**config.mk**
```make
export PLATFORM = sky130hd
export DESIGN_NAME = plic_top
export DESIGN_NICKNAME = d
export VERILOG_FILES = /design/src/rtl/plic_pkg.sv /design/src/rtl/plic_bus_if.sv /design/src/rtl/plic_claim_if.sv /design/src/rtl/plic_regs.sv /design/src/rtl/plic_gateway.sv /design/src/rtl/plic_target.sv /design/src/rtl/plic_top.sv
export VERILOG_INCLUDE_DIRS = /design/src /design/src/include
export SDC_FILE = /design/constraint.sdc
export NUM_CORES = 1
export LEC_CHECK = 0
export CAP_MARGIN = 20
export CORE_MARGIN = 2
export CORE_UTILIZATION = 58
export DETAILED_ROUTE_END_ITERATION = 12
export DONT_BUFFER_PORTS = 1
export HOLD_SLACK_MARGIN = 0.15
export PLACE_DENSITY = 0.76
export SLEW_MARGIN = 20
export SYNTH_ARGS = -nofsm -noshare
export SYNTH_HDL_FRONTEND = slang
export SYNTH_SLANG_ARGS = --single-unit
```
**constraint.sdc**
```tcl
create_clock -name clk -period 6.3 [get_ports clk]
set_input_delay 0.63 -clock clk [delete_from_list [all_inputs] [get_ports clk]]
set_output_delay 0.63 -clock clk [all_outputs]
set_load 0.03 [all_outputs]
```
**src/include/plic_map.svh**
```systemverilog
`ifndef PLIC_MAP_SVH
`define PLIC_MAP_SVH

// Source priorities, one word per source, offset 0 is reserved
`define PLIC_PRIO_BASE   24'h000000

// Pending bits, bit s is source s
`define PLIC_PENDING     24'h001000

// Per-target enable masks
`define PLIC_IE_BASE     24'h002000
`define PLIC_IE_STRIDE   24'h000080

// Per-target threshold, claim/complete sits one word above it
`define PLIC_TH_BASE     24'h200000
`define PLIC_TH_STRIDE   24'h001000
`define PLIC_CLAIM_OFS   24'h000004

`endif

```
**src/rtl/plic_pkg.sv**
```systemverilog
package plic_pkg;

    // Data bus width
    localparam int XLEN = 32;

    // Address bits decoded inside the PLIC window
    localparam int REG_OFFSET_WIDTH = 24;

    // ----------------------------------------
    // Data bus request and response
    // ----------------------------------------

    // Request from the bus master, held until ack is seen
    typedef struct packed {
        logic            req;
        logic            w_en;
        logic [XLEN-1:0] addr;
        logic [XLEN-1:0] w_data;
    } plic_bus_req_s;

    // Response, ack is a one-cycle pulse with read data alongside
    typedef struct packed {
        logic            ack;
        logic [XLEN-1:0] r_data;
    } plic_bus_rsp_s;

endpackage

```
**src/rtl/plic_bus_if.sv**
```systemverilog
interface plic_bus_if
    import plic_pkg::*;
();

    // Request side, driven by the master
    plic_bus_req_s req;

    // Response side, driven by the register block
    plic_bus_rsp_s rsp;

    modport master (
        output req,
        input  rsp
    );

    modport slave (
        input  req,
        output rsp
    );

endinterface

```
**src/rtl/plic_claim_if.sv**
```systemverilog
interface plic_claim_if #(
    parameter int SOURCE_COUNT = 4,
    parameter int TARGET_COUNT = 2
) ();

    localparam int SRC_W = $clog2(SOURCE_COUNT) + 1;

    // One lane per target
    logic [TARGET_COUNT-1:0]            claim_strb;
    logic [TARGET_COUNT-1:0]            complete_strb;
    logic [TARGET_COUNT-1:0][SRC_W-1:0] complete_idx;
    logic [TARGET_COUNT-1:0][SRC_W-1:0] claim_idx;

    modport regs (
        output claim_strb,
        output complete_strb,
        output complete_idx,
        input  claim_idx
    );

    modport gateway (
        input  claim_strb,
        input  complete_strb,
        input  complete_idx,
        input  claim_idx
    );

    // Selector only produces the winning index
    modport target (
        output claim_idx
    );

endinterface

```
**src/rtl/plic_regs.sv**
```systemverilog
`include "plic_map.svh"

module plic_regs
    import plic_pkg::*;
#(
    parameter int SOURCE_COUNT = 4,
    parameter int TARGET_COUNT = 2,
    parameter int PRIO_WIDTH   = 3
) (
    input  logic                                     clk,
    input  logic                                     rst_n,
    plic_bus_if.slave                                bus,
    plic_claim_if.regs                               claim,
    input  logic [SOURCE_COUNT-1:0]                  pending_i,
    output logic [SOURCE_COUNT-1:0][PRIO_WIDTH-1:0]  prio_o,
    output logic [TARGET_COUNT-1:0][SOURCE_COUNT-1:0] ie_o,
    output logic [TARGET_COUNT-1:0][PRIO_WIDTH-1:0]  threshold_o
);

    localparam int SRC_W = $clog2(SOURCE_COUNT) + 1;

    logic [REG_OFFSET_WIDTH-1:0] reg_addr;
    logic [XLEN-1:0]             w_data;
    logic                        rd_acc;
    logic                        wr_acc;

    logic [SOURCE_COUNT-1:0] prio_wr;
    logic [TARGET_COUNT-1:0] ie_wr;
    logic [TARGET_COUNT-1:0] th_wr;
    logic [TARGET_COUNT-1:0] claim_rd;
    logic [TARGET_COUNT-1:0] complete_wr;

    logic [SOURCE_COUNT-1:0][PRIO_WIDTH-1:0]   prio_q;
    logic [TARGET_COUNT-1:0][SOURCE_COUNT-1:0] ie_q;
    logic [TARGET_COUNT-1:0][PRIO_WIDTH-1:0]   th_q;

    logic            ack_q;
    logic [XLEN-1:0] r_data_d;
    logic [XLEN-1:0] r_data_q;

    // Register addresses with source numbers starting at 1
    function automatic logic [REG_OFFSET_WIDTH-1:0] prio_addr(input int s);
        return REG_OFFSET_WIDTH'(`PLIC_PRIO_BASE + 4 * s);
    endfunction

    function automatic logic [REG_OFFSET_WIDTH-1:0] ie_addr(input int t);
        return REG_OFFSET_WIDTH'(`PLIC_IE_BASE + t * `PLIC_IE_STRIDE);
    endfunction

    function automatic logic [REG_OFFSET_WIDTH-1:0] th_addr(input int t);
        return REG_OFFSET_WIDTH'(`PLIC_TH_BASE + t * `PLIC_TH_STRIDE);
    endfunction

    // A new request is only taken when no ack is outstanding
    assign reg_addr = bus.req.addr[REG_OFFSET_WIDTH-1:0];
    assign w_data   = bus.req.w_data;
    assign rd_acc   = bus.req.req & ~bus.req.w_en & ~ack_q;
    assign wr_acc   = bus.req.req & bus.req.w_en & ~ack_q;

    // ----------------------------------------
    // Read mux and claim decode
    // ----------------------------------------
    always_comb begin
        r_data_d = '0;
        claim_rd = '0;
        if (reg_addr == `PLIC_PENDING) begin
            r_data_d[SOURCE_COUNT:0] = {pending_i, 1'b0};
        end
        for (int s = 0; s < SOURCE_COUNT; s++) begin
            if (reg_addr == prio_addr(s + 1)) begin
                r_data_d[PRIO_WIDTH-1:0] = prio_q[s];
            end
        end
        for (int t = 0; t < TARGET_COUNT; t++) begin
            if (reg_addr == ie_addr(t)) begin
                r_data_d[SOURCE_COUNT:0] = {ie_q[t], 1'b0};
            end
            if (reg_addr == th_addr(t)) begin
                r_data_d[PRIO_WIDTH-1:0] = th_q[t];
            end
            if (reg_addr == th_addr(t) + `PLIC_CLAIM_OFS) begin
                r_data_d[SRC_W-1:0] = claim.claim_idx[t];
                claim_rd[t]         = rd_acc;
            end
        end
    end

    // ----------------------------------------
    // Write decode
    // ----------------------------------------
    always_comb begin
        prio_wr     = '0;
        ie_wr       = '0;
        th_wr       = '0;
        complete_wr = '0;
        if (wr_acc) begin
            // Offset 0 and the pending word are not writable
            for (int s = 0; s < SOURCE_COUNT; s++) begin
                prio_wr[s] = (reg_addr == prio_addr(s + 1));
            end
            for (int t = 0; t < TARGET_COUNT; t++) begin
                ie_wr[t]       = (reg_addr == ie_addr(t));
                th_wr[t]       = (reg_addr == th_addr(t));
                complete_wr[t] = (reg_addr == th_addr(t) + `PLIC_CLAIM_OFS);
            end
        end
    end

    // Configuration registers
    always_ff @(posedge clk or negedge rst_n) begin
        if (!rst_n) begin
            prio_q <= '0;
            ie_q   <= '0;
            th_q   <= '0;
        end else begin
            for (int s = 0; s < SOURCE_COUNT; s++) begin
                if (prio_wr[s]) begin
                    prio_q[s] <= w_data[PRIO_WIDTH-1:0];
                end
            end
            for (int t = 0; t < TARGET_COUNT; t++) begin
                // Bit 0 of the mask has no source behind it
                if (ie_wr[t]) begin
                    ie_q[t] <= w_data[SOURCE_COUNT:1];
                end
                if (th_wr[t]) begin
                    th_q[t] <= w_data[PRIO_WIDTH-1:0];
                end
            end
        end
    end

    // ----------------------------------------
    // Bus response
    // ----------------------------------------
    always_ff @(posedge clk or negedge rst_n) begin
        if (!rst_n) begin
            ack_q    <= 1'b0;
            r_data_q <= '0;
        end else begin
            ack_q <= rd_acc | wr_acc;
            if (rd_acc) begin
                r_data_q <= r_data_d;
            end
        end
    end

    assign bus.rsp = '{ack: ack_q, r_data: r_data_q};

    // Strobes towards the gateways with the index taken straight from write data
    assign claim.claim_strb    = claim_rd;
    assign claim.complete_strb = complete_wr;
    always_comb begin
        for (int t = 0; t < TARGET_COUNT; t++) begin
            claim.complete_idx[t] = w_data[SRC_W-1:0];
        end
    end

    assign prio_o      = prio_q;
    assign ie_o        = ie_q;
    assign threshold_o = th_q;

endmodule

```
**src/rtl/plic_gateway.sv**
```systemverilog
module plic_gateway #(
    parameter int SOURCE_COUNT = 4,
    parameter int TARGET_COUNT = 2
) (
    input  logic                    clk,
    input  logic                    rst_n,
    input  logic [SOURCE_COUNT-1:0] irq_src_i,
    plic_claim_if.gateway           claim,
    output logic [SOURCE_COUNT-1:0] pending_o
);

    localparam int SRC_W = $clog2(SOURCE_COUNT) + 1;

    logic [SOURCE_COUNT-1:0] pending_q;
    logic [SOURCE_COUNT-1:0] inflight_q;
    logic [SOURCE_COUNT-1:0] claim_hit;
    logic [SOURCE_COUNT-1:0] complete_hit;

    // ----------------------------------------
    // Match strobes against source numbers
    // ----------------------------------------
    // Array slot s holds source s+1, so index 0 never matches
    always_comb begin
        claim_hit    = '0;
        complete_hit = '0;
        for (int s = 0; s < SOURCE_COUNT; s++) begin
            for (int t = 0; t < TARGET_COUNT; t++) begin
                if (claim.claim_strb[t] && claim.claim_idx[t] == SRC_W'(s + 1)) begin
                    claim_hit[s] = 1'b1;
                end
                if (claim.complete_strb[t] && claim.complete_idx[t] == SRC_W'(s + 1)) begin
                    complete_hit[s] = 1'b1;
                end
            end
        end
    end

    // ----------------------------------------
    // Per-source request state
    // ----------------------------------------
    always_ff @(posedge clk or negedge rst_n) begin
        if (!rst_n) begin
            pending_q  <= '0;
            inflight_q <= '0;
        end else begin
            for (int s = 0; s < SOURCE_COUNT; s++) begin
                if (claim_hit[s]) begin
                    // Handed to a target, hold off further requests
                    pending_q[s]  <= 1'b0;
                    inflight_q[s] <= 1'b1;
                end else begin
                    // Completion of an idle source is dropped
                    if (complete_hit[s] && inflight_q[s]) begin
                        inflight_q[s] <= 1'b0;
                    end
                    // Level line only latched while the source is idle
                    if (irq_src_i[s] && !pending_q[s] && !inflight_q[s]) begin
                        pending_q[s] <= 1'b1;
                    end
                end
            end
        end
    end

    assign pending_o = pending_q;

endmodule

```
**src/rtl/plic_target.sv**
```systemverilog
module plic_target #(
    parameter int SOURCE_COUNT = 4,
    parameter int TARGET_COUNT = 2,
    parameter int PRIO_WIDTH   = 3
) (
    input  logic [SOURCE_COUNT-1:0]                   pending_i,
    input  logic [TARGET_COUNT-1:0][SOURCE_COUNT-1:0] ie_i,
    input  logic [SOURCE_COUNT-1:0][PRIO_WIDTH-1:0]   prio_i,
    input  logic [TARGET_COUNT-1:0][PRIO_WIDTH-1:0]   threshold_i,
    plic_claim_if.target                              claim,
    output logic [TARGET_COUNT-1:0]                   irq_o
);

    localparam int SRC_W = $clog2(SOURCE_COUNT) + 1;

    logic [TARGET_COUNT-1:0][SRC_W-1:0] sel_idx;

    // ----------------------------------------
    // Highest priority eligible source
    // ----------------------------------------
    // The running best starts at the threshold, so only sources strictly
    // above it can win, and priority 0 never does
    function automatic logic [SRC_W-1:0] pick_source(
        input logic [SOURCE_COUNT-1:0]                 eligible,
        input logic [SOURCE_COUNT-1:0][PRIO_WIDTH-1:0] prio,
        input logic [PRIO_WIDTH-1:0]                   threshold
    );
        logic [PRIO_WIDTH-1:0] best_prio;
        logic [SRC_W-1:0]      best_idx;
        best_prio = threshold;
        best_idx  = '0;
        // Ascending scan with strict compare, ties keep the lower number
        for (int s = 0; s < SOURCE_COUNT; s++) begin
            if (eligible[s] && prio[s] > best_prio) begin
                best_prio = prio[s];
                best_idx  = SRC_W'(s + 1);
            end
        end
        return best_idx;
    endfunction

    // One selector per target, all combinational
    always_comb begin
        for (int t = 0; t < TARGET_COUNT; t++) begin
            sel_idx[t] = pick_source(pending_i & ie_i[t], prio_i, threshold_i[t]);
            irq_o[t]   = |sel_idx[t];
        end
    end

    assign claim.claim_idx = sel_idx;

endmodule

```
**src/rtl/plic_top.sv**
```systemverilog
module plic_top
    import plic_pkg::*;
#(
    parameter int SOURCE_COUNT = 4,
    parameter int TARGET_COUNT = 2,
    parameter int PRIO_WIDTH   = 3
) (
    input  logic                    clk,
    input  logic                    rst_n,
    input  plic_bus_req_s           bus_req_i,
    output plic_bus_rsp_s           bus_rsp_o,
    input  logic [SOURCE_COUNT-1:0] irq_src_i,
    output logic [TARGET_COUNT-1:0] irq_o
);

    logic [SOURCE_COUNT-1:0]                   pending;
    logic [SOURCE_COUNT-1:0][PRIO_WIDTH-1:0]   prio;
    logic [TARGET_COUNT-1:0][SOURCE_COUNT-1:0] ie;
    logic [TARGET_COUNT-1:0][PRIO_WIDTH-1:0]   threshold;

    plic_bus_if bus_if ();

    plic_claim_if #(
        .SOURCE_COUNT (SOURCE_COUNT),
        .TARGET_COUNT (TARGET_COUNT)
    ) claim_if ();

    // Device select is already part of req at this level
    assign bus_if.req = bus_req_i;
    assign bus_rsp_o  = bus_if.rsp;

    // ----------------------------------------
    // Blocks
    // ----------------------------------------
    plic_regs #(
        .SOURCE_COUNT (SOURCE_COUNT),
        .TARGET_COUNT (TARGET_COUNT),
        .PRIO_WIDTH   (PRIO_WIDTH)
    ) u_regs (
        .clk         (clk),
        .rst_n       (rst_n),
        .bus         (bus_if.slave),
        .claim       (claim_if.regs),
        .pending_i   (pending),
        .prio_o      (prio),
        .ie_o        (ie),
        .threshold_o (threshold)
    );

    plic_gateway #(
        .SOURCE_COUNT (SOURCE_COUNT),
        .TARGET_COUNT (TARGET_COUNT)
    ) u_gateway (
        .clk       (clk),
        .rst_n     (rst_n),
        .irq_src_i (irq_src_i),
        .claim     (claim_if.gateway),
        .pending_o (pending)
    );

    plic_target #(
        .SOURCE_COUNT (SOURCE_COUNT),
        .TARGET_COUNT (TARGET_COUNT),
        .PRIO_WIDTH   (PRIO_WIDTH)
    ) u_target (
        .pending_i   (pending),
        .ie_i        (ie),
        .prio_i      (prio),
        .threshold_i (threshold),
        .claim       (claim_if.target),
        .irq_o       (irq_o)
    );

endmodule

```
==> run_results.csv, run 1 <==
group,metric,value,unit
synth,synthMostInstantiatedCell,"nand2_1",
setup_path,crit_path_end_kind,"output port",
floorplan,die_width,81.1,µm
setup_path,reg2reg_depth,26,
pwr,powerDensity,131,mW/mm²
pwr,static-leakage-power,0.00172,µW
clock_network,insertion_delay,0.30,ns
global_route,grt_max_degree,41,
synth,synth_cells,394,
synth,synth_top_cell_by_area,"dfrtp_1",
detailed_routing,viasPerCell,6.40,
sta,fin_ws,0.108,ns
placement,numPortBuffers,0,
cells_and_area,drive_above_1_share,26.9,%
clock_network,cts.reportedPaths.clkPinSlew,0.09,ns
sta,maxSlewHeadroom,56.4,%
pwr,peakVddDrop,115,µV
sta,clock_skew,0.00976,ns
sta,min_period,6.19,ns
global_route,first_global_vias,2925,
clock_network,clockBufferDepth,2,
detailed_routing,drcViolationCount,0,
setup_path,rr_endpoint,"u_gateway.pending_o[1]$_DFFE_PN0P_",
sta,tightestPinTransition,0.645,ns
synth,netlist-cell-type-count,65,
synth,ys_warn_count,0,
floorplan,die-area,0.00658,mm²
floorplan,die_h,81.1,µm
setup_path,crit_arrival,5.56,ns
detailed_routing,antenna_left,0,
synth,yosysSeqAreaShare,29.0,%
clock_network,htree_num_levels,2,
worst_hold_path,hold_class,"primary input to async pin",
clock_network,cts_tree,"done",
detailed_routing,routed_wl,9870,µm
synth,synth_top_area_share,29.0,%
detailed_routing,drt_iter0_drc,268,
sta,fmax,0.161,GHz
global_route,grt_pass1_wl,14900,µm
synth,synth_area,0.00345,mm²
detailed_routing,vias,3166,
setup_path,crit_type,"register to output port",
floorplan,rows,28,
synth,syn_area_per_cell,8.75,µm²
synth,synth_edf_count,0,
clock_network,clock_tree.root_cell,"clkbuf_8",
setup_path,critPathMaxFanout,7,
setup_path,crit_required,5.67,ns
synth,synthFlopType,"dfrtp_1",
sta,finalCritPeriodShare,98.3,%
global_route,antenna_found_initial,0,
sta,rsz0062_at_grt,"true",
setup_path,cp-start-kind,"register",
detailed_routing,wl_per_cell,19.9,µm
synth,async_flop_share,100,%
setup_path,crit-reg2reg-launch,"u_regs.prio_o[1]$_DFFE_PN0P_",
sta,drv_slew,0,
cells_and_area,syn2layout_area_growth,14.8,%
clock_network,numCtsBuffers,5,
setup_path,reg2reg_setup_slack,0.49,ns
global_route,grt_usage,30.6,%
synth,ys_seq_elements,40,
floorplan,initial_core_util,59.3,%
synth,ys_top_cells_by_count,"nand2_1 (41), dfrtp_1 (40), buf_4 (28)",
synth,synthTopCellsByArea,"dfrtp_1 (29%), ha_1 (7.3%), mux2_2 (6.9%)",
sta,finalSetupViolations,0,
floorplan,core,0.00582,mm²
run,cap_violations,0,
cells_and_area,nNetsFinal,511,
placement,dp.cells,475,
global_route,grt-ovfl-total,0,
placement,dp_hpwl,7380,µm
outcome,outcome,"finished clean",
clock_network,clock_sinks,40,
placement,routabilityCongestion,0.992,
placement,pre_cts_slack,0.149,ns
cells_and_area,finalNonFillerCells,495,
sta,hold_violations,0,
detailed_routing,first_pass_iters,4,
cells_and_area,diodes,0,
floorplan,io_pins,107,
worst max-delay path, stage by stage (launching register included):
cell and delay (ns):
dfrtp_2 0.47, buf_4 0.15, ha_1 0.31, a31oi_2 0.20
nand2_2 0.14, o21ai_2 0.20, ha_4 0.23, nor2_4 0.11
o311ai_4 0.12, o311ai_1 0.32, mux2i_1 0.14, buf_4 0.15
nor3_1 0.21, a21oi_2 0.07, ha_1 0.31, nor2b_1 0.14
o21a_1 0.17, o2111ai_2 0.20, buf_4 0.19, mux2_2 0.36
ha_1 0.20, nor2b_1 0.17, o21a_1 0.14, o2111ai_2 0.11
buf_4 0.17, nand4_1 0.11, buf_6 0.15
worst max path at each step:
| stage | cells past startpoint | slack [ns] | end | start |
|---|---|---|---|---|
| detailed placement | 26 | 0.15 | irq_o[0] | u_regs.prio_o[1]$_DFFE_PN0P_ |
| finish | 26 | 0.11 | irq_o[1] | u_regs.prio_o[1]$_DFFE_PN0P_ |
| global route | 28 | -0.16 | irq_o[0] | u_regs.threshold_o[2]$_DFFE_PN0P_ |
| global placement | 27 | 0.23 | irq_o[0] | u_regs.prio_o[1]$_DFFE_PN0P_ |
| floorplan | 25 | 0.30 | irq_o[0] | u_regs.prio_o[1]$_DFFE_PN0P_ |
| CTS | 27 | -0.04 | irq_o[0] | u_regs.threshold_o[1]$_DFFE_PN0P_ |
layout by cell type (no fill, tap or decap), types with 4 or more instances in the layout:
cell type	instances
nor2_1	24
nand2_2	6
a21o_1	5
ha_1	16
a21oi_1	10
a31oi_1	5
nor4_1	5
nand4_1	6
o21a_1	5
nand3_1	16
a211o_1	4
and3_1	4
and4_1	4
mux2_2	20
conb_1	27
nand2b_1	4
nor4_4	5
clkbuf_8	5
o21ai_0	21
buf_4	27
nand2_1	36
dfrtp_1	39
nor2b_1	9
o2111ai_2	4
nor3_1	12
inv_1	18
through the flow:
step / power (µW) / hold WS (ns) / area (µm²) / TNS, ns / util, %
2_1_floorplan: 313 / 0.334 / 3540 / 0 / -
3_3_place_gp: 296 / 0.335 / 3510 / 0 / 60.4
3_5_place_dp: 296 / 0.335 / 3510 / 0 / 60.4
4_1_cts: 522 / 0.169 / 3660 / -0.0355 / 63.0
5_1_grt: 536 / 0.171 / 3960 / -0.244 / 68.1
6_report: 519 / 0.147 / 3960 / 0 / 68.1
power by group:
part,switching [µW],leakage (µW),internal [µW]
combinational,33.3,0.00116,6.44
clock,102,0.0000583,119
sequential,1.14,0.000504,257
cell families after synthesis:
logic type / after synthesis / synth area share [%]
AO/OA/AOI/OAI: 95 / 20.0
other: 1 / 0.109
multiplexers: 25 / 8.02
adder cells (fa/ha/maj): 22 / 7.84
flip-flops: 40 / 29.0
AND/OR/NAND/NOR: 153 / 25.3
buffers and inverters: 58 / 9.73
metal layers:
layer | track usage [%] | share of wire, %
met1 | 38.7 | 41
met2 | 50.7 | 49
met3 | 6.00 | 7.2
met4 | 13.1 | 3.4
met5 | 0 | 0
cell type report:
class / count / area, µm²
Sequential cell: 40 / 1000
Clock inverter: 3 / 47.5
Clock buffer: 5 / 68.8
Inverter: 20 / 75.1
Tap cell: 75 / 93.8
Multi-Input combinational cell: 322 / 2430
Timing Repair Buffer: 30 / 245
Fill cell: 471 / 1860
timing repair:
action                                 in CTS  in global routing
setup endpoints to repair                   2                 12
hold buffers                                1                  0
endpoints found under the hold margin      40                  0
pin swaps                                   0                 26
gates resized for setup                     6                 48
buffers inserted                            1                 10
flip-flops by register name, indices dropped and copies added, names as in the netlist:
name / flops
u_regs.r_data_q: 5
u_gateway.inflight_q: 4
u_gateway.pending_o: 4
u_regs.prio_o: 12
u_regs.ie_o: 8
u_regs.threshold_o: 6
u_regs.ack_q: 1
Note: power is estimated with default switching activity, not from simulation.
==> run 2: changes to the inputs <==
PLACE_DENSITY = 0.74   (was 0.76)
==> run 2 against run 1 <==
- hold slack improved by 0.019 ns
- non-clock buffer count increased by 4
- sequential share of layout area is 0.056 points lower
- clock power up 6%
- critical path depth did not move
- global-route usage is 0.19 points higher
- largest cell class unchanged
==> run_results.csv, run 2 (synthesis gave the netlist of run 1 again) <==
group,metric,value,unit
sta,finalSetupViolations,0,
placement,dp_hpwl,7250,µm
sta,min_period,6.23,ns
sta,tightestPinTransition,0.554,ns
placement,dp.cells,472,
sta,drv_slew,0,
clock_network,numCtsBuffers,5,
sta,fin_ws,0.0749,ns
global_route,antenna_found_initial,0,
setup_path,cp-start-kind,"register",
cells_and_area,diodes,0,
detailed_routing,routed_wl,10400,µm
cells_and_area,syn2layout_area_growth,15.2,%
setup_path,crit_arrival,5.60,ns
sta,fmax,0.161,GHz
detailed_routing,first_pass_iters,5,
placement,routabilityCongestion,1.00,
clock_network,clockBufferDepth,2,
floorplan,rows,28,
global_route,grt_pass1_wl,15200,µm
pwr,powerDensity,134,mW/mm²
outcome,outcome,"finished clean",
cells_and_area,drive_above_1_share,26.2,%
floorplan,core,0.00582,mm²
sta,finalCritPeriodShare,98.8,%
pwr,static-leakage-power,0.00174,µW
clock_network,htree_num_levels,2,
placement,numPortBuffers,0,
pwr,peakVddDrop,96.3,µV
setup_path,crit_path_end_kind,"output port",
detailed_routing,wl_per_cell,20.9,µm
floorplan,io_pins,107,
clock_network,cts.reportedPaths.clkPinSlew,0.08,ns
setup_path,reg2reg_depth,27,
cells_and_area,finalNonFillerCells,499,
setup_path,slowest_delay,0.46,ns
floorplan,die_width,81.1,µm
cells_and_area,final_cell_mix,"dfrtp_1 (38), nand2_1 (37), buf_4 (31), conb_1 (27), nor2_1 (25)",
cells_and_area,nNetsFinal,515,
cells_and_area,final_util,68.3,%
global_route,first_global_vias,3025,
setup_path,crit_type,"register to output port",
detailed_routing,drcViolationCount,0,
setup_path,crit_slowest_cell,"dfrtp_2",
clock_network,clock_sinks,40,
clock_network,clock_tree.root_cell,"clkbuf_8",
setup_path,critPathMaxFanout,5,
setup_path,crit_required,5.67,ns
global_route,grt_usage,30.8,%
floorplan,die-area,0.00658,mm²
detailed_routing,viasPerCell,6.72,
detailed_routing,drt_iter0_drc,267,
setup_path,cp_top_family,"compound AO/OA/AOI/OAI gates",
global_route,grt_max_degree,41,
cells_and_area,n_fill_cell,456,
cells_and_area,final_common_cell,"dfrtp_1",
floorplan,initial_core_util,59.3,%
global_route,grt-ovfl-total,0,
floorplan,die_h,81.1,µm
worst_hold_path,hold_class,"primary input to async pin",
setup_path,path_depth,26,
clock_network,insertion_delay,0.30,ns
setup_path,cpMostUsedCell,"ha_1",
cells_and_area,largest_reg_flops,12,
sta,hold_violations,0,
detailed_routing,vias,3354,
detailed_routing,antenna_left,0,
clock_network,cts_tree,"done",
placement,pre_cts_slack,0.0440,ns
pwr,finalPower,534,µW
sta,maxSlewHeadroom,62.8,%
run,cap_violations,0,
sta,clock_skew,0.00446,ns
sta,rsz0062_at_grt,"true",
setup_path,path_buf_inv,3,
run 2: power by group:
group | switching [µW] | leakage, µW | internal (µW)
Sequential | 1.14 | 0.000502 | 257
Clock | 96.3 | 0.0000645 | 140
Combinational | 33.6 | 0.00118 | 6.44
run 2: cell type report:
class / instances / area (µm²) / area share, %
clock inverters: 1 / 30.0 / 0.756
inverters: 20 / 77.6 / 1.95
flip-flops and latches: 40 / 1000 / 25.3
repair buffers: 34 / 275 / 6.93
clock buffers: 7 / 96.3 / 2.43
well taps: 75 / 93.8 / 2.36
multi-input cells: 322 / 2400 / 60.3
run 2: layer usage:
| metal | GRT usage, % | share of wire [%] |
|---|---|---|
| met4 | 16.6 | 6.1 |
| met3 | 4.89 | 9.8 |
| met1 | 39.9 | 38 |
| met5 | 0 | 0 |
| met2 | 49.1 | 46 |
run 2: worst paths after layout:
kind	endpoint	slack (ns)	start
min reg2reg	u_gateway.inflight_q[3]$_DFFE_PN0P_	0.50	u_gateway.inflight_q[3]$_DFFE_PN0P_
max reg2reg	u_gateway.inflight_q[1]$_DFFE_PN0P_	0.45	u_regs.prio_o[2]$_DFFE_PN0P_
min in group clk	u_regs.threshold_o[5]$_DFFE_PN0P_	0.44	bus_req_i[2]
max	irq_o[1]	0.07	u_regs.prio_o[2]$_DFFE_PN0P_
min	u_regs.threshold_o[0]$_DFFE_PN0P_	0.17	rst_n
max in group asynchronous	u_regs.prio_o[2]$_DFFE_PN0P_	5.93	rst_n
run 2: metrics by stage:
step	hold WS (ns)	TNS (ns)	instance area (µm²)
finish	0.166	0	3970
global route	0.180	-0.326	3970
CTS	0.171	0	3670
detailed placement	0.335	0	3490
global placement	0.335	0	3490
floorplan	0.334	0	3540
run 2: repair_timing:
| item | 4_1_cts | 5_1_grt |
|---|---|---|
| setup endpoints to repair | 2 | 8 |
| buffers inserted | 0 | 18 |
| hold buffers | 1 | 0 |
| endpoints found under the hold margin | 40 | 0 |
| resized for setup | 13 | 35 |
| pin swaps | 0 | 22 |
==> run 3: changes to the inputs <==
RECOVER_POWER = 100   (was default)
==> run 3 against run 2 <==
- the flow now finishes with violations (capacitance limit, slew limit)
- register-to-register slack about the same
- core utilization decreased by 0.88 points
- power decreased by 0.24%
- global-route usage unchanged
- maximum frequency decreased by 0.11%
- largest cell class unchanged
- hold slack improved by 0.28 ns
- routed wire length increased by 0.26%
- clock power about the same
- non-clock buffer count unchanged
- critical path type unchanged
==> run_results.csv, run 3 (synthesis gave the netlist of run 1 again) <==
group,metric,value,unit
sta,whs,0.444,ns
sta,min_period,6.23,ns
sta,hold_violations,0,
pwr,p_sw,131,µW
placement,numPortBuffers,0,
setup_path,cp-start-kind,"register",
clock_network,clock_tree.root_cell,"clkbuf_8",
floorplan,die-area,0.00658,mm²
setup_path,crit_type,"register to output port",
detailed_routing,drt_iter0_drc,305,
cells_and_area,nNetsFinal,515,
placement,placed_area,0.00349,mm²
sta,finalCritPeriodShare,98.9,%
sta,fmax,0.160,GHz
setup_path,critPathMaxFanout,5,
global_route,grt_max_degree,41,
detailed_routing,met1_length,3940,µm
cells_and_area,multiInputGateArea,0.00236,mm²
outcome,violations,"capacitance limit, slew limit",
setup_path,crit_arrival,5.60,ns
cells_and_area,area.sequential,0.00100,mm²
setup_path,reg2reg_depth,27,
placement,routabilityCongestion,1.00,
run,cap_violations,1,
detailed_routing,routed_wl,10500,µm
pwr,swShare,24.6,%
sta,drv_slew,41,
setup_path,crit_required,5.67,ns
detailed_routing,vias,3345,
global_route,first_global_vias,3025,
pwr,pwr-share-comb,7.2,%
pwr,powerDensity,136,mW/mm²
sta,clock_skew,0.00378,ns
setup_path,slowest_delay,0.46,ns
cells_and_area,n_fill_cell,462,
clock_network,htree_num_levels,2,
detailed_routing,met3WireLength,1100,µm
outcome,outcome,"complete, but fails checks",
floorplan,initial_core_util,59.3,%
sta,maxSlewHeadroom,-47.4,%
pwr,seqPwrFrac,48.4,%
floorplan,core,0.00582,mm²
clock_network,cts.reportedPaths.clkPinSlew,0.08,ns
sta,rsz0062_at_grt,"true",
setup_path,crit_slowest_cell,"dfrtp_2",
clock_network,clock_sinks,40,
setup_path,crit_path_end_kind,"output port",
floorplan,rows,28,
pwr,internal_power,402,µW
sta,finalSetupViolations,0,
detailed_routing,top_layer,"met4",
pwr,peakVddDrop,96.4,µV
detailed_routing,drcViolationCount,0,
cells_and_area,drive_above_1_share,25.2,%
worst_hold_path,hold-path-cell-count,2,
clock_network,insertion_delay,0.30,ns
cells_and_area,syn2layout_area_growth,13.8,%
detailed_routing,viasPerCell,6.70,
floorplan,io_pins,107,
pwr,finalPower,533,µW
sta,setup_tns,0,ns
placement,dp_hpwl,7250,µm
detailed_routing,first_pass_iters,7,
clock_network,cts_tree,"done",
detailed_routing,wl_per_cell,20.9,µm
cells_and_area,diodes,0,
cells_and_area,stdcell_area,0.00392,mm²
cells_and_area,final_common_cell,"dfrtp_1",
global_route,antenna_found_initial,0,
sta,tightestPinTransition,2.21,ns
floorplan,die_width,81.1,µm
pwr,static-leakage-power,0.00172,µW
global_route,grt_usage,30.8,%
detailed_routing,antenna_left,0,
cells_and_area,final_cell_mix,"dfrtp_1 (38), nand2_1 (37), buf_4 (31), conb_1 (27), nor2_1 (25)",
cells_and_area,final_util,67.4,%
global_route,grt-ovfl-total,0,
floorplan,die_h,81.1,µm
global_route,grt_pass1_wl,15200,µm
cells_and_area,largest_reg_flops,12,
worst_hold_path,hold_class,"primary input to register",
clock_network,clockBufferDepth,2,
clock_network,numCtsBuffers,5,
detailed_routing,wl_met2,4780,µm
setup_path,cpMostUsedCell,"ha_1",
pwr,p_clk_share,44.3,%
-- run 3: cell types whose count changed in the layout (fill, tap and decap cells not counted), sizes merged --
cell    change
buf         -1
clkbuf      +1
-- run 3: area by class of cell --
cell class	instances	share of cell area [%]
multi-input combinational	322	60.2
sequential	40	25.6
timing repair buffer	34	6.60
clock buffer	7	2.46
tap	75	2.39
inverter	20	1.98
clock inverter	1	0.766
-- run 3: worst paths after layout --
path | startpoint | end | slack [ns]
max in group asynchronous | rst_n | u_regs.prio_o[2]$_DFFE_PN0P_ | 3.91
min | bus_req_i[2] | u_regs.threshold_o[5]$_DFFE_PN0P_ | 0.44
min in group asynchronous | rst_n | u_regs.prio_o[7]$_DFFE_PN0P_ | 0.97
min reg2reg | u_gateway.inflight_q[3]$_DFFE_PN0P_ | u_gateway.inflight_q[3]$_DFFE_PN0P_ | 0.50
max | u_regs.prio_o[2]$_DFFE_PN0P_ | irq_o[1] | 0.07
max reg2reg | u_regs.prio_o[2]$_DFFE_PN0P_ | u_gateway.inflight_q[1]$_DFFE_PN0P_ | 0.46
-- run 3: through the flow --
stage / setup WS, ns / cells
floorplan: 0.302 / 420
global placement: 0.179 / 472
detailed placement: 0.0440 / 472
CTS: 0.00230 / 481
global route: -0.182 / 499
finish: 0.0678 / 499
-- run 3: routing by layer --
metal  GRT usage [%]  vias to the layer above
li1                -                     1468
met1            39.9                     1542
met2            49.1                      279
met3            4.89                       56
met4            16.6                        0
met5               0                        -
-- run 3: what timing repair did --
item / in CTS / in global routing
endpoints found under the hold margin: 40 / 0
pin swaps: 0 / 22
gates cloned: 0 / 0
hold buffers: 1 / 0
resized for setup: 13 / 35
setup endpoints to repair: 2 / 8
setup buffers: 0 / 18
-- run 3: power by group through the flow --
stage	Combinational, µW	Sequential, µW	Clock, µW
2_1_floorplan	50.7	262	0
4_1_cts	39.8	258	237
3_3_place_gp	32.8	263	0
3_5_place_dp	33.0	263	0
5_1_grt	42.5	258	248
6_report	38.6	258	236
-- run 3: worst max-delay path: cells and delay by family (launching register included) --
family | cells | cell delay [ns]
AOI/OAI and AO/OA | 9 | 1.49
adders and majority gates | 4 | 1.09
buffers and inverters | 3 | 0.48
DFF | 1 | 0.46
muxes | 3 | 0.93
and+or+nand+nor | 7 | 0.85
